## src/common/switch_cfg_pkg.sv

```systemverilog
package switch_cfg_pkg;

    localparam int DATA_WIDTH      = 32;
    localparam int PORT_COUNT      = 4;
    localparam int PORT_SEL_W      = $clog2(PORT_COUNT);
    localparam int PRIORITY_LEVELS = 8;
    localparam int PRIORITY_W      = $clog2(PRIORITY_LEVELS);
    localparam int LENGTH_MAX      = 256;

    // One extra bit so that a full LENGTH_MAX packet fits.
    localparam int LENGTH_W        = $clog2(LENGTH_MAX + 1);

    typedef logic [DATA_WIDTH-1:0] data_word_t;
    typedef logic [PORT_SEL_W-1:0] port_sel_t;
    typedef logic [PRIORITY_W-1:0] prio_t;
    typedef logic [LENGTH_W-1:0]   length_t;

endpackage

```

## src/common/ingress_pkg.sv

```systemverilog
package ingress_pkg;

    import switch_cfg_pkg::*;

    localparam int              CRC_W      = 16;
    localparam logic [CRC_W-1:0] CRC_POLY  = 16'h1021;
    localparam logic [CRC_W-1:0] CRC_INIT  = 16'hFFFF;
    localparam int              FIFO_DEPTH = LENGTH_MAX;

    typedef logic [CRC_W-1:0] crc_t;

    // Control word carried by the sop beat.
    typedef struct packed {
        logic [DATA_WIDTH-PORT_SEL_W-PRIORITY_W-LENGTH_W-1:0] rsvd;
        port_sel_t dest;
        prio_t     prio;
        length_t   length;
    } ctrl_word_t;

    typedef struct packed {
        crc_t      crc;
        port_sel_t dest;
        prio_t     prio;
        length_t   length;
    } pkt_desc_t;

    // First word emitted on the internal side.
    typedef struct packed {
        logic [DATA_WIDTH-LENGTH_W-CRC_W-PRIORITY_W-1:0] zero;
        length_t length;
        crc_t    crc;
        prio_t   prio;
    } hdr_word_t;

endpackage

```

## src/in_port/in_rd_controller.sv

```systemverilog
`timescale 1ns/1ns

module in_rd_controller (
    input  logic                       internal_clk,
    input  logic                       arst_n,
    input  logic                       desc_valid,
    input  ingress_pkg::pkt_desc_t     desc,
    output logic                       desc_ack,
    input  logic                       fifo_empty,
    input  switch_cfg_pkg::data_word_t fifo_data,
    output logic                       fifo_rd_en,
    input  logic                       ready_in,
    output switch_cfg_pkg::port_sel_t  rx,
    output logic                       vld,
    output switch_cfg_pkg::data_word_t data
);

    import switch_cfg_pkg::*;
    import ingress_pkg::*;

    typedef enum logic [1:0] {
        IDLE,
        HEADER,
        DATA
    } state_t;

    state_t    state;
    state_t    state_next;
    length_t   remain;
    hdr_word_t hdr;
    logic      out_sel;
    logic      last_word;

    // The descriptor stays stable until desc_ack, so the header is built directly from it.
    assign hdr.zero   = '0;
    assign hdr.length = desc.length;
    assign hdr.crc    = desc.crc;
    assign hdr.prio   = desc.prio;

    assign out_sel    = (state == HEADER);
    assign vld        = out_sel || ((state == DATA) && !fifo_empty);
    assign data       = out_sel ? data_word_t'(hdr) : fifo_data;
    assign fifo_rd_en = (state == DATA) && !fifo_empty && ready_in;
    assign last_word  = (remain == length_t'(1));
    assign desc_ack   = fifo_rd_en && last_word;

    always_comb begin
        state_next = state;
        case (state)
            IDLE: begin
                if (desc_valid) begin
                    state_next = HEADER;
                end
            end
            HEADER: begin
                if (ready_in) begin
                    state_next = DATA;
                end
            end
            DATA: begin
                if (desc_ack) begin
                    state_next = IDLE;
                end
            end
            default: state_next = IDLE;
        endcase
    end

    always_ff @(posedge internal_clk or negedge arst_n) begin
        if (!arst_n) begin
            state  <= IDLE;
            rx     <= '0;
            remain <= '0;
        end else begin
            state <= state_next;
            if ((state == IDLE) && desc_valid) begin
                rx     <= desc.dest;
                remain <= desc.length;
            end else if (fifo_rd_en) begin
                remain <= remain - 1'b1;
            end
        end
    end

    // A stalled word must not change before the downstream takes it.
    a_hold: assert property (@(posedge internal_clk) disable iff (!arst_n)
        vld && !ready_in |=> vld && $stable(data))
        else $error("output word changed under back-pressure");

endmodule

```

## config.mk

```make
export PLATFORM = sky130hd
export DESIGN_NAME = in_rd_controller
export DESIGN_NICKNAME = d
export VERILOG_FILES = /design/src/common/switch_cfg_pkg.sv /design/src/common/ingress_pkg.sv /design/src/in_port/in_rd_controller.sv
export SDC_FILE = /design/constraint.sdc
export NUM_CORES = 1
export LEC_CHECK = 0
export ABC_AREA = 1
export BUFFER_PORTS_ARGS = -buffer_cell sky130_fd_sc_hd__buf_2
export CORE_MARGIN = 3
export CORE_UTILIZATION = 41
export DETAILED_ROUTE_END_ITERATION = 7
export PLACE_DENSITY = 0.95
export SYNTH_ARGS = -nofsm -noshare
export SYNTH_HDL_FRONTEND = slang
export SYNTH_SLANG_ARGS = --single-unit
```

## constraint.sdc

```tcl
create_clock -name internal_clk -period 1.7 [get_ports internal_clk]
set_input_delay 0.085 -clock internal_clk [delete_from_list [all_inputs] [get_ports internal_clk]]
set_output_delay 0.085 -clock internal_clk [all_outputs]
set_load 0.02 [all_outputs]
```

==> reports/results.ini <==
[status]
run_status=finished, final reports clean

[drt]
firstDrtPassIters=4
routedWlPerCell_um=11.74
antenna_left=0
drt_first_iter_violations=86
wl_mm=4.251
drcViolationCount=0
num_vias=1741
via_per_inst=4.809

[floorplanning]
start_util_pct=43.71
die_h_um=60.69
coreArea_um2=2805
num_io_pins=104
die_w_um=60.69
rows=19
dieArea_um2=3683

[job]
maxCapViolCount=0

[critical_path]
r2r_slack_ns=0.40
cp_slowest_stage_delay_ns=0.45
crit_top_cell=nand2_1
critPathRequiredTime_ns=1.62
crit_path_max_fanout=28
path_buf_inv=2
crit_slowest_cell=dfrtp_1
end_kind=primary output
critPathKind=flip-flop to primary output
crit_chain=nor2_4 -> buf_8 -> nand2_1 -> nand2_1 -> buf_2
cp-start-kind=flip-flop
cp_top_family=flip-flops
worst_ep_arrival_time_ns=1.49

[finish]
nets=401
drive_gt1_share_pct=34.74
diodes=0
syn2layout_area_growth_pct=48.37
final-seq-area_um2=325.3
multi_input_area_um2=768.2
n_fill_cell=263

[timing]
fin_worst_skew_ns=0.001809
whs_ns=0.03480
fmax_mhz=634.3
period_needed_ns=1.577
worst_pin_slew_ns=0.3073
finalSetupViolCount=0
finalCritPeriodShare_pct=92.74
grt_setup_unrepaired=false
hold_viol=0
drv_slew=0
maxSlewHeadroom_pct=79.51
setup-tns-final_ns=0

[global_route]
grt_usage_pct=23.41
grt_start_max_net_pins=33
grt_pass1_wl_mm=6.541
grt_pass1_vias=1558
gr-total-overflow=0
antenna_found_initial=0

[clock_tree]
clk_path_buf_depth=2
postCtsSetupBuffers=0
clock-root-buffer=clkbuf_4
cts_buffers=3
numClockSinks=13
cts_tree=done
cts.htree.levels=1
clk_pin_slew_worst_paths_ns=0.08
clock_latency_ns=0.28

[synthesis]
synthFlopType=dfrtp_1
ys_types=18
syn_area_per_cell_um2=5.378
synth_area_um2=1226
synth-edff-count=0
yosysSeqAreaShare_pct=26.53
ys_ff_latch=13
postSynthCellCount=228
synth_nets=297
yosysWarnings=0
synthArstFlopShare_pct=100.0

[min_path]
hold_class=input port to flip-flop

[place]
dpl.hpwl_mm=3.406
port_buffers=103
place.gp.congestion=0.8050

[pwr]
peakVddDrop_mv=0.9360
power.leakage_nw=1.189
power_per_cell_area_nw_per_um2=1612

final timing paths:
check | startpoint | to | depth (start not counted)
worst min-delay path | desc[6] | remain[6] | 3
worst max register to register | state[0] | state[1] | 6
worst max-delay path | state[1] | data[4] | 5
max in group asynchronous | arst_n | remain[2] | 2
worst min register to register | rx[0] | rx[0] | 2
min in group asynchronous | arst_n | rx[1] | 2
tightest hold or removal path, stage by stage:
cell and delay, ns:
buf_2 0.09, nand2_1 0.05, nand3_1 0.07
layout make-up:
| class | instances | share of cell area (%) |
|---|---|---|
| well taps | 31 | 2.132 |
| multi-input cells | 181 | 42.23 |
| repair buffers | 107 | 30.81 |
| clock buffers | 4 | 1.444 |
| flip-flops and latches | 13 | 17.88 |
| inverters | 26 | 5.502 |
layout by cell type, fill, tap and decap left out, drive strengths merged:
| cell | n |
|---|---|
| nor2 | 21 |
| o21ai | 7 |
| nor3 | 1 |
| dfrtp | 13 |
| nand2 | 126 |
| dlygate4sd3 | 3 |
| or2 | 1 |
| ha | 2 |
| clkbuf | 4 |
| a21oi | 1 |
| buf | 104 |
| o21bai | 1 |
| nand4 | 1 |
| inv | 26 |
| nand3 | 20 |
metal layers:
layer | wire (µm) | track usage (%) | vias up | share of wire (%)
met1 | 1634 | 27.79 | 768 | 38
met5 | 0 | 0 | - | 0
met4 | 92 | 9.288 | 0 | 2.2
met2 | 2236 | 41.53 | 74 | 53
li1 | - | - | 891 | -
met3 | 288 | 4.255 | 8 | 6.8
logic make-up after synthesis:
| logic type | share of synthesized area [%] |
|---|---|
| adder cells (fa/ha/maj) | 2.040 |
| AND/OR/NAND/NOR | 55.92 |
| flip-flops | 26.53 |
| buffers and inverters | 11.63 |
| AO/OA/AOI/OAI | 3.877 |
state kept, by name, indices dropped and copies added, names as in the netlist:
name    flops
remain      9
rx          2
state       2
through the flow:
step | instance area, µm² | setup WS (ns) | power [W] | instances | utilization (%)
6_report | 1819 | 0.1234 | 0.002932 | 362 | 64.85
5_1_grt | 1819 | 0.009651 | 0.003213 | 362 | 64.85
2_1_floorplan | 1226 | 0.4226 | 0.002076 | 228 | -
4_1_cts | 1803 | 0.01001 | 0.002893 | 362 | 64.27
3_5_place_dp | 1743 | 0.3078 | 0.002676 | 355 | 62.13
3_3_place_gp | 1743 | 0.3403 | 0.002615 | 355 | 62.13
cells in the mapped netlist, types with 2 or more instances:
cell,instances,area share [%]
buf_2,6,2.4
buf_4,2,1.2
dfrtp_1,13,27
ha_1,2,2.0
inv_1,22,6.7
inv_2,4,1.2
nand2_1,126,39
nand3_1,19,7.8
nor2_1,19,5.8
nor2_2,2,1.0
o21ai_0,3,1.2
o21ai_1,4,1.6
power breakdown:
part	leakage, nW	switching [W]	internal, W
combinational	1.01	0.00144	0.000692
sequential	0.161	0.000141	0.000459
clock	0.0150	0.000107	0.0000912
what timing repair did:
item,4_1_cts,5_1_grt
endpoints found under the setup margin,1,30
gates resized for setup,1,5
hold buffers,3,0
endpoints found under the hold margin,15,0
Power figures use the tool's default switching activity.
