File: src/common/switch_cfg_pkg.sv
package switch_cfg_pkg;

    localparam int DATA_WIDTH      = 32;
    localparam int PORT_COUNT      = 4;
    localparam int PORT_SEL_W      = $clog2(PORT_COUNT);
    localparam int PRIORITY_LEVELS = 8;
    localparam int PRIORITY_W      = $clog2(PRIORITY_LEVELS);
    localparam int LENGTH_MAX      = 256;

    // One extra bit so that a full LENGTH_MAX packet fits.
    localparam int LENGTH_W        = $clog2(LENGTH_MAX + 1);

    typedef logic [DATA_WIDTH-1:0] data_word_t;
    typedef logic [PORT_SEL_W-1:0] port_sel_t;
    typedef logic [PRIORITY_W-1:0] prio_t;
    typedef logic [LENGTH_W-1:0]   length_t;

endpackage

File: src/common/ingress_pkg.sv
package ingress_pkg;

    import switch_cfg_pkg::*;

    localparam int              CRC_W      = 16;
    localparam logic [CRC_W-1:0] CRC_POLY  = 16'h1021;
    localparam logic [CRC_W-1:0] CRC_INIT  = 16'hFFFF;
    localparam int              FIFO_DEPTH = LENGTH_MAX;

    typedef logic [CRC_W-1:0] crc_t;

    // Control word carried by the sop beat.
    typedef struct packed {
        logic [DATA_WIDTH-PORT_SEL_W-PRIORITY_W-LENGTH_W-1:0] rsvd;
        port_sel_t dest;
        prio_t     prio;
        length_t   length;
    } ctrl_word_t;

    typedef struct packed {
        crc_t      crc;
        port_sel_t dest;
        prio_t     prio;
        length_t   length;
    } pkt_desc_t;

    // First word emitted on the internal side.
    typedef struct packed {
        logic [DATA_WIDTH-LENGTH_W-CRC_W-PRIORITY_W-1:0] zero;
        length_t length;
        crc_t    crc;
        prio_t   prio;
    } hdr_word_t;

endpackage

File: src/in_port/in_wr_controller.sv
`timescale 1ns/1ns

module in_wr_controller (
    input  logic                       external_clk,
    input  logic                       arst_n,
    input  logic                       sop,
    input  logic                       eop,
    input  logic                       valid,
    input  switch_cfg_pkg::data_word_t data_in,
    output logic                       wr_en,
    output logic                       crc_clear,
    input  ingress_pkg::crc_t          crc_value,
    output logic                       desc_valid,
    output ingress_pkg::pkt_desc_t     desc,
    input  logic                       desc_ready,
    output logic                       ready
);

    import switch_cfg_pkg::*;
    import ingress_pkg::*;

    typedef enum logic [1:0] {
        IDLE,
        RECV,
        LAUNCH
    } state_t;

    state_t     state;
    state_t     state_next;
    ctrl_word_t ctrl_q;
    length_t    word_cnt;
    logic       sop_accept;

    // A new packet is only taken once the previous descriptor has been acknowledged.
    assign ready      = (state == IDLE) && desc_ready;
    assign sop_accept = valid && sop && ready;
    assign crc_clear  = sop_accept;
    assign wr_en      = (state == RECV) && valid;
    assign desc_valid = (state == LAUNCH) && desc_ready;

    always_comb begin
        state_next = state;
        case (state)
            IDLE: begin
                if (sop_accept) begin
                    state_next = RECV;
                end
            end
            RECV: begin
                if (wr_en && eop) begin
                    state_next = LAUNCH;
                end
            end
            LAUNCH: begin
                if (desc_valid) begin
                    state_next = IDLE;
                end
            end
            default: state_next = IDLE;
        endcase
    end

    always_ff @(posedge external_clk or negedge arst_n) begin
        if (!arst_n) begin
            state    <= IDLE;
            word_cnt <= '0;
        end else begin
            state <= state_next;
            if (sop_accept) begin
                word_cnt <= '0;
            end else if (wr_en) begin
                word_cnt <= word_cnt + 1'b1;
            end
        end
    end

    always_ff @(posedge external_clk) begin
        if (sop_accept) begin
            ctrl_q <= ctrl_word_t'(data_in);
        end
    end

    // The CRC register already holds the last word by the time LAUNCH is reached.
    assign desc.crc    = crc_value;
    assign desc.dest   = ctrl_q.dest;
    assign desc.prio   = ctrl_q.prio;
    assign desc.length = ctrl_q.length;

    a_len_match: assert property (@(posedge external_clk) disable iff (!arst_n)
        wr_en && eop |-> (word_cnt + 1'b1 == ctrl_q.length))
        else $error("eop word count does not match the control word length");

    a_sop_idle: assert property (@(posedge external_clk) disable iff (!arst_n)
        valid && sop |-> ready)
        else $error("sop arrived while a packet is still held");

endmodule

File: config.mk
export PLATFORM = sky130hd
export DESIGN_NAME = in_wr_controller
export DESIGN_NICKNAME = d
export VERILOG_FILES = /design/src/common/switch_cfg_pkg.sv /design/src/common/ingress_pkg.sv /design/src/in_port/in_wr_controller.sv
export SDC_FILE = /design/constraint.sdc
export NUM_CORES = 1
export LEC_CHECK = 0
export BUFFER_PORTS_ARGS = -buffer_cell sky130_fd_sc_hd__buf_2
export CAP_MARGIN = 20
export CORE_MARGIN = 1.5
export CORE_UTILIZATION = 31
export DETAILED_ROUTE_END_ITERATION = 8
export PLACE_DENSITY_LB_ADDON = 0.12
export SLEW_MARGIN = 20
export SYNTH_ARGS = -nofsm -noshare
export SYNTH_HDL_FRONTEND = slang
export SYNTH_SLANG_ARGS = --single-unit
File: constraint.sdc
create_clock -name external_clk -period 2.99 [get_ports external_clk]
set_input_delay 0.1495 -clock external_clk [delete_from_list [all_inputs] [get_ports external_clk]]
set_output_delay 0.1495 -clock external_clk [all_outputs]
set_load 0.01 [all_outputs]
==> results.txt <==
The flow ran to the end, and the final reports show no timing, DRC or antenna violations. The number of instances on the worst hold path is 1, and the number of max-cap violations is 0. In the layout the commonest cells are sky130_fd_sc_hd__buf_2 (37), sky130_fd_sc_hd__edfxtp_1 (14), sky130_fd_sc_hd__clkbuf_4 (3). The capture point of the worst path is crc_clear. The run gives 1 as the number of H-tree branching levels. In this run the critical register-to-register path is captured at desc[13]$_DFFE_PP_.

A synthesized cell averages 15.8 um2. The routed layout has 423 vias. The run gives 0.00249 mm2 as the die area. Based on the critical path, the design can be clocked at up to 592 MHz.

Entering global routing, the biggest net connects 11 pins. The tools report the number of routed nets with antenna violations as 0. After synthesis the netlist holds a flip-flop and latch count of 16.

The tools report the worst path arrival time as 1.54 ns. The count of pins over their slew limit is 0. Of the cells placed in the final design, the portion with a size suffix greater than 1 is 64.3%. In this run the core area contains 16 standard-cell rows. Cells fill 41.0% of the core in the end. Total routing resource utilization after global routing: 10.1%.

For the initial antenna violation count, the log shows 0. The final period utilization was 56.5%; the clock latency reported for the late side of the worst-skew pair was 0.27 ns. The horizontal die dimension is 49.9 um, and the vertical die dimension is 49.9 um. The leakage component of the power was 0.360 nW. The sum of negative setup slack was 0 ns; the time the worst path needs with I/O delays and setup was 1.69 ns.

The run gives 2 as the maximum root-to-sink buffer count. The via count of the first global-routing pass was 385. The logs give 11 for the number of distinct standard cells referenced by the synthesized netlist and 0 for the total congestion overflow.

Routability-driven placement finished with a final weighted congestion of 0.635. In this run the most critical hold path is launched from data_in[7]. The power consumption was 0.425 mW. For the final hold slack, the log shows 0.0478 ns. After synthesis, flip-flops and latches occupy 69.1% of the total area. The count of endpoints failing setup in the final report is 0, and the number of input and output port buffers inserted is 37. The top fanout value on the critical path came out at 7.

The leading cell type in the layout, fill and taps excluded was sky130_fd_sc_hd__buf_2. The startpoint-to-endpoint class of the critical path is reg2out. The first global-routing pass estimated 1810 um of wire. Post-CTS repair changed the size of 0 cells.

The power density relative to cell area was 514 mW/mm2; the worst IR drop on VDD was 0.244 mV. The setup fix buffers added after clock tree synthesis was 0; the count of antenna diodes in the layout was 0. In this run the critical register-to-register path is launched from state[1]$_DFFE_PN0P_.

STA classifies the critical path startpoint as a flop. The run gives 0 as the number of synthesis warnings. The layout-stage area growth over the synthesis result is 21.7%, and the number of instances in the synthesized netlist is 43. Dividing the detail-routed wire length by the instance count gives 12.0 um.

The mapped cell area was 681 um2. For this block, the initial DRC count from the detailed router was 2. The net count of the mapped netlist was 97. The total count of hold-check failures in the final report is 0. For the reg-to-reg setup timing slack, the log shows 1.38 ns. In this run, CTS created clock tree buffers numbering 3. The run gives 0.00615 ns as the clock skew after layout.

The tools report the critical path startpoint as state[1]$_DFFE_PN0P_. Setup repair after global routing left no endpoint under its margin. After detailed routing, the number of remaining DRC violations is 0. Wires add up to 1170 um.

After detailed routing, the number of vias per cell comes to 4.36. The tightest min-delay check is of the in2reg type. The total area inside the core boundary comes to 0.00202 mm2. STA classifies the critical path endpoint as an output port. For the pin with the worst max-slew slack, the measured transition is 0.436 ns.

In this run the tightest slew margin relative to its limit is 70.8%. TritonCTS built the clock tree. The clock net in this run drives a total of 16 sinks. Data on the critical path is required at its endpoint by 2.84 ns. Once the floorplan was initialized, standard cells occupied 33.7% of the core. The run gives 88 as the count of pins on the block boundary.

The root buffer cell chosen for the clock tree is sky130_fd_sc_hd__clkbuf_4. Clock-pin slew was measured on the worst setup and hold paths at 0.08 ns. At the end of the flow, the number of nets in the layout was 125.

The first-pass detailed-route iteration total is 2. Path depth of the worst reg2reg path: 3.
==> routing by layer <==
metal	global-route usage [%]	vias up	part of all wire [%]
li1	-	194	-
met1	11.6	172	34
met2	12.2	31	41
met3	1.21	26	13
met4	17.6	0	12
met5	0	-	0
==> synth_stat cells <==
cell	n	area [um2]
sky130_fd_sc_hd__nand2b_1	1	6.26
sky130_fd_sc_hd__nand3b_1	1	7.51
sky130_fd_sc_hd__edfxtp_1	14	420
sky130_fd_sc_hd__o21ai_0	1	5.00
sky130_fd_sc_hd__buf_4	16	120
sky130_fd_sc_hd__a21oi_2	1	8.76
sky130_fd_sc_hd__dfrtp_1	2	50.1
sky130_fd_sc_hd__nor3b_1	2	15.0
sky130_fd_sc_hd__nand4b_1	2	17.5
sky130_fd_sc_hd__and3b_2	2	20.0
sky130_fd_sc_hd__a21bo_1	1	10.0
==> stage by stage <==
| step | std cells | setup slack [ns] | instance area (um2) |
|---|---|---|---|
| after floorplan | 43 | 0.674 | 681 |
| after global placement | 92 | 1.36 | 792 |
| after detailed placement | 92 | 1.37 | 792 |
| after CTS | 97 | 1.26 | 828 |
| after global routing | 97 | 1.16 | 828 |
| final | 97 | 1.30 | 828 |
==> worst min-delay path by stage <==
stage	to
2_1_floorplan	state[0]$_DFFE_PN0P_
3_3_place_gp	state[1]$_DFFE_PN0P_
3_5_place_dp	state[1]$_DFFE_PN0P_
4_1_cts	desc[7]$_DFFE_PP_
5_1_grt	desc[6]$_DFFE_PP_
6_report	desc[7]$_DFFE_PP_
==> cell families (layout without fill, tap and decap cells) <==
family | count (synthesis) | after routing | synth area share, %
AOI/OAI and AO/OA | 3 | 3 | 3.49
buffers and inverters | 16 | 43 | 17.6
DFF | 16 | 16 | 69.1
and+or+nand+nor | 8 | 8 | 9.74
==> timing repair <==
item,CTS,global route
hold buffers,1,0
endpoints found under the setup margin,0,0
endpoints found under the hold margin,2,0
==> power breakdown <==
group | internal [mW] | switching (mW)
Clock | 0.0516 | 0.0556
Sequential | 0.256 | 0.00891
Combinational | 0.0296 | 0.0236
Total | 0.337 | 0.0881
==> sequential cells by signal, summed over array words and instances (netlist names) <==
name / cells
state: 2
desc: 14
==> layout make-up <==
cell class,instances,area (um2)
Clock buffer,4,26.3
Fill cell,198,1190
Multi-Input combinational cell,11,95.1
Sequential cell,16,470
Tap cell,27,33.8
Timing Repair Buffer,39,203
==> critical path, cell delays in order, from the launching register on <==
cell and delay [ns]:
sky130_fd_sc_hd__dfrtp_1 0.44, sky130_fd_sc_hd__nand3b_1 0.20, sky130_fd_sc_hd__nor3b_2 0.42, sky130_fd_sc_hd__buf_2 0.22
No activity file was read; power rests on OpenSTA's default activity.
