<file path="config.mk">
export PLATFORM = sky130hd
export DESIGN_NAME = crc16_32bit
export DESIGN_NICKNAME = d
export VERILOG_FILES = /design/src/common/switch_cfg_pkg.sv /design/src/common/ingress_pkg.sv /design/src/crc16_32bit.sv
export SDC_FILE = /design/constraint.sdc
export NUM_CORES = 1
export LEC_CHECK = 0
export BUFFER_PORTS_ARGS = -buffer_cell sky130_fd_sc_hd__buf_2
export CORE_ASPECT_RATIO = 1.5
export CORE_MARGIN = 5
export CORE_UTILIZATION = 39
export CTS_BUF_LIST = sky130_fd_sc_hd__clkbuf_8 sky130_fd_sc_hd__clkbuf_16
export DETAILED_ROUTE_END_ITERATION = 12
export PLACE_DENSITY_LB_ADDON = 0.1
export SKIP_CTS_REPAIR_TIMING = 1
export SKIP_LAST_GASP = 1
export SLEW_MARGIN = 10
export SYNTH_ARGS = -nofsm -noshare
export SYNTH_HDL_FRONTEND = slang
export SYNTH_SLANG_ARGS = --single-unit
</file>
<file path="constraint.sdc">
create_clock -name clk -period 4 [get_ports clk]
set_input_delay 1 -clock clk [delete_from_list [all_inputs] [get_ports clk]]
set_output_delay 1 -clock clk [all_outputs]
set_load 0.01 [all_outputs]
</file>
<file path="src/common/switch_cfg_pkg.sv">
package switch_cfg_pkg;

    localparam int DATA_WIDTH      = 32;
    localparam int PORT_COUNT      = 4;
    localparam int PORT_SEL_W      = $clog2(PORT_COUNT);
    localparam int PRIORITY_LEVELS = 8;
    localparam int PRIORITY_W      = $clog2(PRIORITY_LEVELS);
    localparam int LENGTH_MAX      = 256;

    // One extra bit so that a full LENGTH_MAX packet fits.
    localparam int LENGTH_W        = $clog2(LENGTH_MAX + 1);

    typedef logic [DATA_WIDTH-1:0] data_word_t;
    typedef logic [PORT_SEL_W-1:0] port_sel_t;
    typedef logic [PRIORITY_W-1:0] prio_t;
    typedef logic [LENGTH_W-1:0]   length_t;

endpackage

</file>
<file path="src/common/ingress_pkg.sv">
package ingress_pkg;

    import switch_cfg_pkg::*;

    localparam int              CRC_W      = 16;
    localparam logic [CRC_W-1:0] CRC_POLY  = 16'h1021;
    localparam logic [CRC_W-1:0] CRC_INIT  = 16'hFFFF;
    localparam int              FIFO_DEPTH = LENGTH_MAX;

    typedef logic [CRC_W-1:0] crc_t;

    // Control word carried by the sop beat.
    typedef struct packed {
        logic [DATA_WIDTH-PORT_SEL_W-PRIORITY_W-LENGTH_W-1:0] rsvd;
        port_sel_t dest;
        prio_t     prio;
        length_t   length;
    } ctrl_word_t;

    typedef struct packed {
        crc_t      crc;
        port_sel_t dest;
        prio_t     prio;
        length_t   length;
    } pkt_desc_t;

    // First word emitted on the internal side.
    typedef struct packed {
        logic [DATA_WIDTH-LENGTH_W-CRC_W-PRIORITY_W-1:0] zero;
        length_t length;
        crc_t    crc;
        prio_t   prio;
    } hdr_word_t;

endpackage

</file>
<file path="src/crc16_32bit.sv">
`timescale 1ns/1ns

module crc16_32bit (
    input  logic                       clk,
    input  logic                       arst_n,
    input  logic                       clear,
    input  logic                       en,
    input  switch_cfg_pkg::data_word_t data_in,
    output ingress_pkg::crc_t          crc_value
);

    import switch_cfg_pkg::*;
    import ingress_pkg::*;

    // Bit-serial CCITT update unrolled over one word, MSB first.
    function automatic crc_t crc_fold(input crc_t crc_in, input data_word_t word);
        crc_t c;
        logic fb;
        c = crc_in;
        for (int i = DATA_WIDTH - 1; i >= 0; i--) begin
            fb = c[CRC_W-1] ^ word[i];
            c  = {c[CRC_W-2:0], 1'b0};
            if (fb) begin
                c = c ^ CRC_POLY;
            end
        end
        return c;
    endfunction

    always_ff @(posedge clk or negedge arst_n) begin
        if (!arst_n) begin
            crc_value <= CRC_INIT;
        end else if (clear) begin
            crc_value <= CRC_INIT;
        end else if (en) begin
            crc_value <= crc_fold(crc_value, data_in);
        end
    end

endmodule

</file>
==> impl_summary.log, run 1 <==
[metrics] run status: completed
[metrics] synthesized instance count: 148
[metrics] Top Registers: crc_value: 16 flops
[metrics] pin count of the biggest net entering global routing: 19
[metrics] post-synth net total: 184
[metrics] number of H-tree branching levels: 1
[metrics] unrepaired setup endpoints after global routing: false
[metrics] final critical delay including setup and external delays: 3470 ps
[metrics] 1st-iter DRT viols: 14
[metrics] library cell used as clock root buffer: sky130_fd_sc_hd__clkbuf_8
[metrics] standard cell core area: 3990 um^2
[metrics] vias in the first global route: 1341
[metrics] initial antenna violation count: 0
[metrics] worst-skew pair later-pin latency: 250 ps
[metrics] max-capacitance violation count: 0
[metrics] effective utilization at floorplan: 40.8%
[metrics] deepest clock path buffer count: 2
[metrics] leading post-synthesis cells by instance count: 61 x sky130_fd_sc_hd__xnor2_1, 17 x sky130_fd_sc_hd__xor2_1, 16 x sky130_fd_sc_hd__dfstp_2
[metrics] most numerous cell in the Yosys netlist: sky130_fd_sc_hd__xnor2_1
[metrics] critical path's top delay family: XOR/XNOR gates
[metrics] Routed Wire Length: 3.83 mm
[metrics] drc violations: 0
[metrics] detailed-placement wirelength estimate: 3.23 mm
[metrics] Worst Reg-to-Reg Cells: 8
[metrics] critical path type: input pin to flip-flop
[metrics] portion of the post-synthesis area used by sequential elements: 25.8%
[metrics] die extent in y: 89.1 um
[metrics] netlist area before placement: 1630 um^2
[metrics] clock tree from TritonCTS: built
[metrics] fraction of synthesis flops using an asynchronous set or reset pin: 100%
[metrics] delay of the slowest cell on the worst path: 540 ps
[metrics] final count of pins violating max slew: 0
[metrics] routed len/inst: 15.4 um
[metrics] capturing element type of the critical path: flip-flop
[metrics] Critical Path Slowest Stage Cell: sky130_fd_sc_hd__xnor3_2
[metrics] antenna diode instance count: 0
[metrics] ordered cell list for the critical path: buf_2 -> xnor2_2 -> xnor3_2 -> xnor3_2 -> xnor2_2 -> xnor2_2 -> xnor3_1 -> or3_1 -> nand3_1
[metrics] count of synthesis-stage warnings from yosys: 0
[metrics] Die ar.: 5590 um^2
[metrics] maximum clock skew at final layout: 1.14 ps
[metrics] crit path buf inv count: 1
[metrics] Largest register FFs: 16
[metrics] Top reg by flops: crc_value
[metrics] worst hold endpoint: crc_value[6]
[metrics] antenna-violating nets left: 0
[metrics] path type of the worst min-delay path: flip-flop to flip-flop
[metrics] data required time at the worst endpoint: 4190 ps
[metrics] clock edge transition at the registers on the reported setup and hold paths: 70 ps
[metrics] first-pass detailed-route iteration total: 3
[metrics] width of the chip: 62.8 um
[metrics] average vias per placed instance: 4.73
[metrics] count of state elements after synthesis: 16
[metrics] transition time at the pin with the least slew margin: 480 ps
[metrics] per-instance average area after synthesis: 11.0 um^2
[metrics] Final Util: 50.2%
[metrics] Yosys top cell area share: 32.8%
[metrics] worst max-slew margin expressed relative to the limit: 67.8%
[metrics] GPL Wtd Cong: 0.781
[metrics] most common cell type on the critical path: sky130_fd_sc_hd__xnor2_2
[metrics] hold path cells: 2
[metrics] final clock period utilization by the worst path: 86.6%
[metrics] critical-path maximum fanout: 4
[metrics] total global-route track usage: 14.5%
[metrics] global route overflow: 0
[metrics] standard-cell rows: 28
[metrics] number of distinct standard cells referenced by the synthesized netlist: 23
[metrics] endpoint of the most critical register-to-register path: crc_value[12]
[metrics] Highest Clock Rate: 0.289 GHz
[metrics] number of buffers added by the clock tree synthesis step: 3
[metrics] CTS Sinks: 16
[metrics] setup violation total in the final timing report: 0
[metrics] area leader, netlist: sky130_fd_sc_hd__xnor2_1
[metrics] via count: 1174
[metrics] first-pass GRT wire length: 6.38 mm
[metrics] total negative slack for setup checks: 0 ps
[metrics] final net count: 240
[metrics] start of the worst register-to-register path: crc_value[15]
[metrics] leading register cell type out of synthesis: sky130_fd_sc_hd__dfstp_2
[metrics] area overhead of the layout relative to synthesis: 23.2%
[metrics] Startpoint Class: input pin
[metrics] PortBufs: 51
[metrics] flop-to-flop setup slack: 930 ps
[metrics] Top-Level Pins: 52
[metrics] data arrival time of the worst path: 3650 ps
[metrics] leading cell types by total area after synthesis: sky130_fd_sc_hd__xnor2_1 33%, sky130_fd_sc_hd__dfstp_2 26%, sky130_fd_sc_hd__xor2_1 9.1%
[metrics] number of synthesized flops with an enable pin: 0
[metrics] Worst Hold Launch: crc_value[6]
[metrics] fraction of final layout cells sized beyond drive strength 1: 40.4%
[metrics] final count of hold timing violations: 0
## how the worst max path moves through the flow
stage | startpoint | endpoint | cells past startpoint
finish | data_in[31] | crc_value[12] | 9
global route | data_in[31] | crc_value[12] | 9
CTS | data_in[31] | crc_value[12] | 9
detailed placement | data_in[31] | crc_value[12] | 9
global placement | data_in[31] | crc_value[12] | 9
floorplan | data_in[31] | crc_value[12] | 8
## through the flow
stage / setup WS [ps] / area [um^2] / hold slack [ps] / cells
after floorplan: 472 / 1630 / 515 / 148
after global placement: 384 / 1950 / 501 / 244
after detailed placement: 276 / 1950 / 509 / 244
after CTS: 544 / 2010 / 520 / 248
after global routing: 463 / 2010 / 537 / 248
final: 535 / 2010 / 517 / 248
## layout by cell type, fill, tap and decap left out, types with 2 or more instances in the layout
| master | n |
|---|---|
| sky130_fd_sc_hd__mux2i_1 | 3 |
| sky130_fd_sc_hd__xnor3_1 | 6 |
| sky130_fd_sc_hd__xor2_1 | 17 |
| sky130_fd_sc_hd__o211ai_1 | 6 |
| sky130_fd_sc_hd__buf_4 | 3 |
| sky130_fd_sc_hd__xnor2_1 | 61 |
| sky130_fd_sc_hd__o21ai_0 | 3 |
| sky130_fd_sc_hd__clkbuf_8 | 4 |
| sky130_fd_sc_hd__a211o_1 | 3 |
| sky130_fd_sc_hd__nand2_1 | 11 |
| sky130_fd_sc_hd__dfstp_2 | 16 |
| sky130_fd_sc_hd__buf_2 | 51 |
| sky130_fd_sc_hd__xnor3_2 | 2 |
| sky130_fd_sc_hd__nor2b_1 | 2 |
| sky130_fd_sc_hd__xnor2_2 | 5 |
## kinds of logic after synthesis
group	synth area share, %
XOR/XNOR	60.6
AO/OA/AOI/OAI	6.00
AND/OR/NAND/NOR	4.53
buffers and inverters	1.15
flip-flops	25.8
multiplexers	1.84
## per-layer routing
layer | share of wire [%] | global-route usage, % | up-vias | wire (um)
met3 | 4.4 | 2.39 | 4 | 169
met4 | 0.89 | 4.05 | 0 | 34
li1 | - | - | 593 | -
met5 | 0 | 0 | - | 0
met1 | 41 | 16.7 | 546 | 1570
met2 | 54 | 27.7 | 31 | 2050
## layout make-up
| class | count | area [um^2] |
|---|---|---|
| inverter | 2 | 7.51 |
| tap | 45 | 56.3 |
| sequential | 16 | 420 |
| timing repair buffer | 54 | 278 |
| clock buffer | 4 | 55.1 |
| fill | 413 | 1990 |
| multi-input combinational | 127 | 1190 |
## worst register-to-register path: stages, from the launching register on
cell                      delay [ps]
sky130_fd_sc_hd__dfstp_2         560
sky130_fd_sc_hd__xnor2_2         150
sky130_fd_sc_hd__xnor3_2         540
sky130_fd_sc_hd__xnor3_2         450
sky130_fd_sc_hd__xnor2_2         190
sky130_fd_sc_hd__xnor2_2         270
sky130_fd_sc_hd__xnor3_1         450
sky130_fd_sc_hd__or3_1           310
sky130_fd_sc_hd__nand3_1          90
Power of run 1 is left out: the tool's default activity adds up to more than one toggle a clock period on the data nets, which glitch-free logic cannot reach.
==> run 2: changes to the inputs <==
Settings changed: CORE_UTILIZATION 39 to 48.
==> impl_summary.log, run 2 (synthesized netlist as in run 1, its figures left out) <==
[metrics] antenna-violating nets left: 0 (unchanged)
[metrics] area overhead of the layout relative to synthesis: 23.0% (was 23.2%)
[metrics] effective utilization at floorplan: 48.6% (was 40.8%)
[metrics] Startpoint Class: input pin (unchanged)
[metrics] Routed Wire Length: 3.74 mm (was 3.83 mm)
[metrics] commonest cells after routing, fill and taps aside: 61 x sky130_fd_sc_hd__xnor2_1, 51 x sky130_fd_sc_hd__buf_2, 17 x sky130_fd_sc_hd__xor2_1 (unchanged)
[metrics] endpoint of the most critical register-to-register path: crc_value[12] (unchanged)
[metrics] unrepaired setup endpoints after global routing: false (unchanged)
[metrics] transition time at the pin with the least slew margin: 481 ps (was 480 ps)
[metrics] met1 WL: 1.46 mm (was 1.57 mm)
[metrics] initial antenna violation count: 0 (unchanged)
[metrics] global route overflow: 0 (unchanged)
[metrics] final clock period utilization by the worst path: 86.2% (was 86.6%)
[metrics] area of the multi-input gates: 1190 um^2 (unchanged)
[metrics] first-pass GRT wire length: 6.07 mm (was 6.38 mm)
[metrics] width of the chip: 57.6 um (was 62.8 um)
[metrics] start of the worst register-to-register path: crc_value[10] (was crc_value[15])
[metrics] Top reg by flops: crc_value (unchanged)
[metrics] Highest Clock Rate: 0.290 GHz (was 0.289 GHz)
[metrics] CTS Sinks: 16 (unchanged)
[metrics] fraction of final layout cells sized beyond drive strength 1: 40.4% (unchanged)
[metrics] Filler Cell Count: 307 (was 413)
[metrics] DR WL met3: 178 um (was 169 um)
[metrics] average vias per placed instance: 4.84 (was 4.73)
[metrics] critical path type: input pin to flip-flop (unchanged)
[metrics] final net count: 240 (unchanged)
[metrics] GPL Wtd Cong: 0.898 (was 0.781)
[metrics] pin count of the biggest net entering global routing: 19 (unchanged)
[metrics] sequential cell area in the final layout: 420 um^2 (unchanged)
[metrics] setup violation total in the final timing report: 0 (unchanged)
[metrics] data arrival time of the worst path: 3640 ps (was 3650 ps)
[metrics] number of H-tree branching levels: 1 (unchanged)
[metrics] die extent in y: 81.3 um (was 89.1 um)
[metrics] worst-skew pair later-pin latency: 250 ps (about the same)
[metrics] highest routed layer: met4 (unchanged)
[metrics] most frequent standard cell in the layout excluding fill and tap cells: sky130_fd_sc_hd__xnor2_1 (unchanged)
[metrics] path type of the worst min-delay path: flip-flop to flip-flop (unchanged)
[metrics] data required time at the worst endpoint: 4190 ps (about the same)
[metrics] deepest clock path buffer count: 2 (unchanged)
[metrics] Worst Hold Launch: crc_value[14] (was crc_value[6])
[metrics] PortBufs: 51 (unchanged)
[metrics] Worst Reg-to-Reg Cells: 8 (unchanged)
[metrics] Worst Setup SP: data_in[31] (unchanged)
[metrics] number of buffers added by the clock tree synthesis step: 3 (unchanged)
[metrics] total negative slack for setup checks: 0 ps (unchanged)
[metrics] Top-Level Pins: 52 (unchanged)
[metrics] routed len/inst: 15.2 um (was 15.4 um)
[metrics] standard cell core area: 3350 um^2 (was 3990 um^2)
[metrics] library cell used as clock root buffer: sky130_fd_sc_hd__clkbuf_8 (unchanged)
[metrics] Die ar.: 4680 um^2 (was 5590 um^2)
[metrics] total global-route track usage: 17.1% (was 14.5%)
[metrics] max-capacitance violation count: 0 (unchanged)
[metrics] Top Registers: crc_value: 16 flops (unchanged)
[metrics] clock edge transition at the registers on the reported setup and hold paths: 70 ps (about the same)
[metrics] maximum clock skew at final layout: 2.34 ps (was 1.14 ps)
[metrics] antenna diode instance count: 0 (unchanged)
[metrics] vias in the first global route: 1301 (was 1341)
[metrics] 1st-iter DRT viols: 32 (was 14)
[metrics] Largest register FFs: 16 (unchanged)
[metrics] run status: completed (unchanged)
[metrics] via count: 1187 (was 1174)
[metrics] final count of hold timing violations: 0 (unchanged)
[metrics] final count of pins violating max slew: 0 (unchanged)
[metrics] drc violations: 0 (unchanged)
[metrics] flop-to-flop setup slack: 900 ps (was 930 ps)
[metrics] capturing element type of the critical path: flip-flop (unchanged)
[metrics] first-pass detailed-route iteration total: 4 (was 3)
[metrics] timing endpoint of the critical path: crc_value[12] (unchanged)
[metrics] final critical delay including setup and external delays: 3450 ps (was 3470 ps)
[metrics] standard-cell rows: 26 (was 28)
[metrics] clock tree from TritonCTS: built (unchanged)
[metrics] worst max-slew margin expressed relative to the limit: 67.8% (about the same)
[metrics] detailed-placement wirelength estimate: 3.13 mm (was 3.23 mm)
[metrics] WL met2: 2.00 mm (was 2.05 mm)
[metrics] critical-path maximum fanout: 4 (unchanged)
-- run 2: cell counts in the layout (fill, tap and decap cells not counted) --
Identical to the previous run, type by type.
-- run 2: how the worst min path moves through the flow --
stage	end	depth (start not counted)
detailed placement	crc_value[14]	2
finish	crc_value[14]	2
global route	crc_value[14]	2
global placement	crc_value[6]	2
floorplan	crc_value[7]	2
CTS	crc_value[14]	2
-- run 2: stage by stage --
stage                     cell area, um^2  instances  hold WS, ps  worst slack, ps  utilization (%)
final                                2000        245          515              553             59.7
after global placement               1950        241          501              372             58.1
after floorplan                      1630        148          515              472                -
after CTS                            2000        245          517              535             59.7
after global routing                 2000        245          535              440             59.7
after detailed placement             1950        241          506              271             58.1
-- run 2: layout make-up --
| type | count | area share (%) |
|---|---|---|
| inverter | 2 | 0.375 |
| sequential | 16 | 21.0 |
| clock buffer | 4 | 2.75 |
| tap | 42 | 2.63 |
| multi-input combinational | 127 | 59.4 |
| timing repair buffer | 54 | 13.9 |
-- run 2: layer usage --
metal	vias up	track usage, %
met2	40	30.8
met5	-	0
li1	591	-
met1	547	19.6
met3	9	2.54
met4	0	7.89
-- run 2: critical path, stage by stage --
cell and delay [ps]:
sky130_fd_sc_hd__buf_2 110, sky130_fd_sc_hd__xnor2_2 240, sky130_fd_sc_hd__xnor3_2 540, sky130_fd_sc_hd__xnor3_2 450
sky130_fd_sc_hd__xnor2_2 190, sky130_fd_sc_hd__xnor2_2 260, sky130_fd_sc_hd__xnor3_1 440, sky130_fd_sc_hd__or3_1 310
sky130_fd_sc_hd__nand3_1 90
Power of run 2 is left out for the same reason.
==> run 3: changes to the inputs <==
Settings changed: ABC_AREA set to 1.
==> impl_summary.log, run 3 <==
[metrics] number of synthesized flops with an enable pin: 0 (unchanged)
[metrics] commonest cells after routing, fill and taps aside: 113 x sky130_fd_sc_hd__nand2_1, 51 x sky130_fd_sc_hd__buf_2, 47 x sky130_fd_sc_hd__inv_1 (was 61 x sky130_fd_sc_hd__xnor2_1, 51 x sky130_fd_sc_hd__buf_2, 17 x sky130_fd_sc_hd__xor2_1)
[metrics] Yosys top cell area share: 16.5% (was 32.8%)
[metrics] count of synthesis-stage warnings from yosys: 0 (unchanged)
[metrics] critical path's top delay family: simple AND/OR/NAND/NOR gates (was XOR/XNOR gates)
[metrics] standard cell core area: 5160 um^2 (was 3350 um^2)
[metrics] global route overflow: 0 (unchanged)
[metrics] via count: 2424 (was 1187)
[metrics] transition time at the pin with the least slew margin: 714 ps (was 481 ps)
[metrics] total negative slack for setup checks: 0 ps (unchanged)
[metrics] path type of the worst min-delay path: flip-flop to flip-flop (unchanged)
[metrics] clock edge transition at the registers on the reported setup and hold paths: 70 ps (about the same)
[metrics] standard-cell rows: 32 (was 26)
[metrics] Highest Clock Rate: 0.358 GHz (was 0.290 GHz)
[metrics] antenna-violating nets left: 0 (unchanged)
[metrics] Top Registers: crc_value: 16 flops (unchanged)
[metrics] Startpoint Class: input pin (unchanged)
[metrics] effective utilization at floorplan: 49.8% (was 48.6%)
[metrics] Routed Wire Length: 6.26 mm (was 3.74 mm)
[metrics] routed len/inst: 12.6 um (was 15.2 um)
[metrics] Largest register FFs: 16 (unchanged)
[metrics] die extent in y: 99.6 um (was 81.3 um)
[metrics] Die ar.: 6950 um^2 (was 4680 um^2)
[metrics] unrepaired setup endpoints after global routing: false (unchanged)
[metrics] leading post-synthesis cells by instance count: 113 x sky130_fd_sc_hd__nand2_1, 47 x sky130_fd_sc_hd__inv_1, 32 x sky130_fd_sc_hd__nand3_1 (was 61 x sky130_fd_sc_hd__xnor2_1, 17 x sky130_fd_sc_hd__xor2_1, 16 x sky130_fd_sc_hd__dfstp_2)
[metrics] detailed-placement wirelength estimate: 5.50 mm (was 3.13 mm)
[metrics] worst max-slew margin expressed relative to the limit: 52.2% (was 67.8%)
[metrics] critical-path maximum fanout: 4 (unchanged)
[metrics] portion of the post-synthesis area used by sequential elements: 16.4% (was 25.8%)
[metrics] antenna diode instance count: 0 (unchanged)
[metrics] average vias per placed instance: 4.87 (was 4.84)
[metrics] critical path type: input pin to flip-flop (unchanged)
[metrics] most frequent standard cell in the layout excluding fill and tap cells: sky130_fd_sc_hd__nand2_1 (was sky130_fd_sc_hd__xnor2_1)
[metrics] deepest clock path buffer count: 2 (unchanged)
[metrics] count of state elements after synthesis: 16 (unchanged)
[metrics] final critical delay including setup and external delays: 2790 ps (was 3450 ps)
[metrics] data arrival time of the worst path: 2980 ps (was 3640 ps)
[metrics] total global-route track usage: 18.3% (was 17.1%)
[metrics] flop-to-flop setup slack: 1500 ps (was 900 ps)
[metrics] Critical Path Slowest Stage Cell: sky130_fd_sc_hd__xor2_1 (was sky130_fd_sc_hd__xnor3_2)
[metrics] netlist area before placement: 2570 um^2 (was 1630 um^2)
[metrics] final net count: 467 (was 240)
[metrics] post-synth net total: 411 (was 184)
[metrics] PortBufs: 51 (unchanged)
[metrics] width of the chip: 69.8 um (was 57.6 um)
[metrics] final count of pins violating max slew: 0 (unchanged)
[metrics] number of distinct standard cells referenced by the synthesized netlist: 25 (was 23)
[metrics] number of buffers added by the clock tree synthesis step: 3 (unchanged)
[metrics] fraction of synthesis flops using an asynchronous set or reset pin: 100% (unchanged)
[metrics] maximum clock skew at final layout: 1.19 ps (was 2.34 ps)
[metrics] most numerous cell in the Yosys netlist: sky130_fd_sc_hd__nand2_1 (was sky130_fd_sc_hd__xnor2_1)
[metrics] clock tree from TritonCTS: built (unchanged)
[metrics] leading register cell type out of synthesis: sky130_fd_sc_hd__dfstp_2 (unchanged)
[metrics] initial antenna violation count: 0 (unchanged)
[metrics] delay of the slowest cell on the worst path: 230 ps (was 540 ps)
[metrics] GPL Wtd Cong: 0.949 (was 0.898)
[metrics] CTS Sinks: 16 (unchanged)
[metrics] number of H-tree branching levels: 1 (unchanged)
[metrics] per-instance average area after synthesis: 6.86 um^2 (was 11.0 um^2)
[metrics] data required time at the worst endpoint: 4180 ps (was 4190 ps)
[metrics] library cell used as clock root buffer: sky130_fd_sc_hd__clkbuf_8 (unchanged)
[metrics] vias in the first global route: 2339 (was 1301)
[metrics] final count of hold timing violations: 0 (unchanged)
[metrics] capturing element type of the critical path: flip-flop (unchanged)
[metrics] final clock period utilization by the worst path: 69.8% (was 86.2%)
[metrics] first-pass detailed-route iteration total: 4 (unchanged)
[metrics] run status: completed (unchanged)
[metrics] leading cell types by total area after synthesis: sky130_fd_sc_hd__nand2_1 16%, sky130_fd_sc_hd__dfstp_2 16%, sky130_fd_sc_hd__nand2_4 12% (was sky130_fd_sc_hd__xnor2_1 33%, sky130_fd_sc_hd__dfstp_2 26%, sky130_fd_sc_hd__xor2_1 9.1%)
[metrics] area overhead of the layout relative to synthesis: 15.4% (was 23.0%)
[metrics] drc violations: 0 (unchanged)
[metrics] Top reg by flops: crc_value (unchanged)
[metrics] ordered cell list for the critical path: buf_2 -> inv_1 -> nand2_1 -> nand2_2 -> nand2_1 -> nand2_2 -> nand2_1 -> nand2_2 -> nand2_2 -> nand2_2 -> nand2_2 -> nand2_4 -> nand2_4 -> nand2_4 -> xor2_1 -> inv_1 -> nand3_1 -> nand2_1 -> nand2_1 -> nand2_1 (was buf_2 -> xnor2_2 -> xnor3_2 -> xnor3_2 -> xnor2_2 -> xnor2_2 -> xnor3_1 -> or3_1 -> nand3_1)
[metrics] max-capacitance violation count: 0 (unchanged)
[metrics] worst-skew pair later-pin latency: 250 ps (about the same)
[metrics] 1st-iter DRT viols: 40 (was 32)
[metrics] setup violation total in the final timing report: 0 (unchanged)
[metrics] area leader, netlist: sky130_fd_sc_hd__nand2_1 (was sky130_fd_sc_hd__xnor2_1)
[metrics] Top-Level Pins: 52 (unchanged)
[metrics] synthesized instance count: 375 (was 148)
[metrics] pin count of the biggest net entering global routing: 17 (was 19)
[metrics] crit path buf inv count: 3 (was 1)
[metrics] first-pass GRT wire length: 10.3 mm (was 6.07 mm)
[metrics] fraction of final layout cells sized beyond drive strength 1: 40.0% (was 40.4%)
run 3: cell types whose count changed after synthesis, sizes merged, moves of 8 or more:
cell   delta
nand2   +160
inv      +58
nand3    +47
xnor2    -46
nor2     +15
a21oi    +10
xnor3     -8
run 3: cells by family after synthesis:
group | share of synthesized area, %
DFF | 16.4
and+or+nand+nor | 55.1
AOI/OAI and AO/OA | 3.50
xor gates and xnor gates | 16.3
buffers and inverters | 8.76
run 3: per-stage QoR:
step / std cells / utilization (%) / worst slack, ps / cell area [um^2] / hold WS, ps
4_1_cts: 498 / 57.4 / 1200 / 2970 / 517
6_report: 498 / 57.4 / 1210 / 2970 / 517
3_3_place_gp: 494 / 56.4 / 960 / 2910 / 504
5_1_grt: 498 / 57.4 / 960 / 2970 / 537
3_5_place_dp: 494 / 56.4 / 945 / 2910 / 505
2_1_floorplan: 375 / - / 1460 / 2570 / 497
run 3: layer usage:
| layer | track usage, % | routed length [um] |
|---|---|---|
| met1 | 19.5 | 2360 |
| met2 | 37.6 | 3500 |
| met3 | 1.72 | 236 |
| met4 | 3.98 | 162 |
| met5 | 0 | 0 |
run 3: worst min-delay path, delay by kind of cell, from the launching register on:
kind / cells / cell delay [ps]
flip-flops: 1 / 380
buffers and inverters: 1 / 70
AO/OA/AOI/OAI: 1 / 70
run 3: cell type report:
class	instances	area, um^2
well taps	68	85.1
repair buffers	51	255
clock buffers	4	55.1
flip-flops and latches	16	420
multi-input cells	299	1930
inverters	60	225
fillers	524	2200
run 3: worst paths after layout:
kind | from | to | cells after the start
worst max-delay path | data_in[28] | crc_value[13] | 20
worst min-delay path | crc_value[4] | crc_value[4] | 2
worst max register to register | crc_value[12] | crc_value[13] | 20
worst min register to register | crc_value[4] | crc_value[4] | 2
max in group asynchronous | arst_n | crc_value[8] | 1
min in group asynchronous | arst_n | crc_value[6] | 1
Power of run 3 is left out for the same reason.
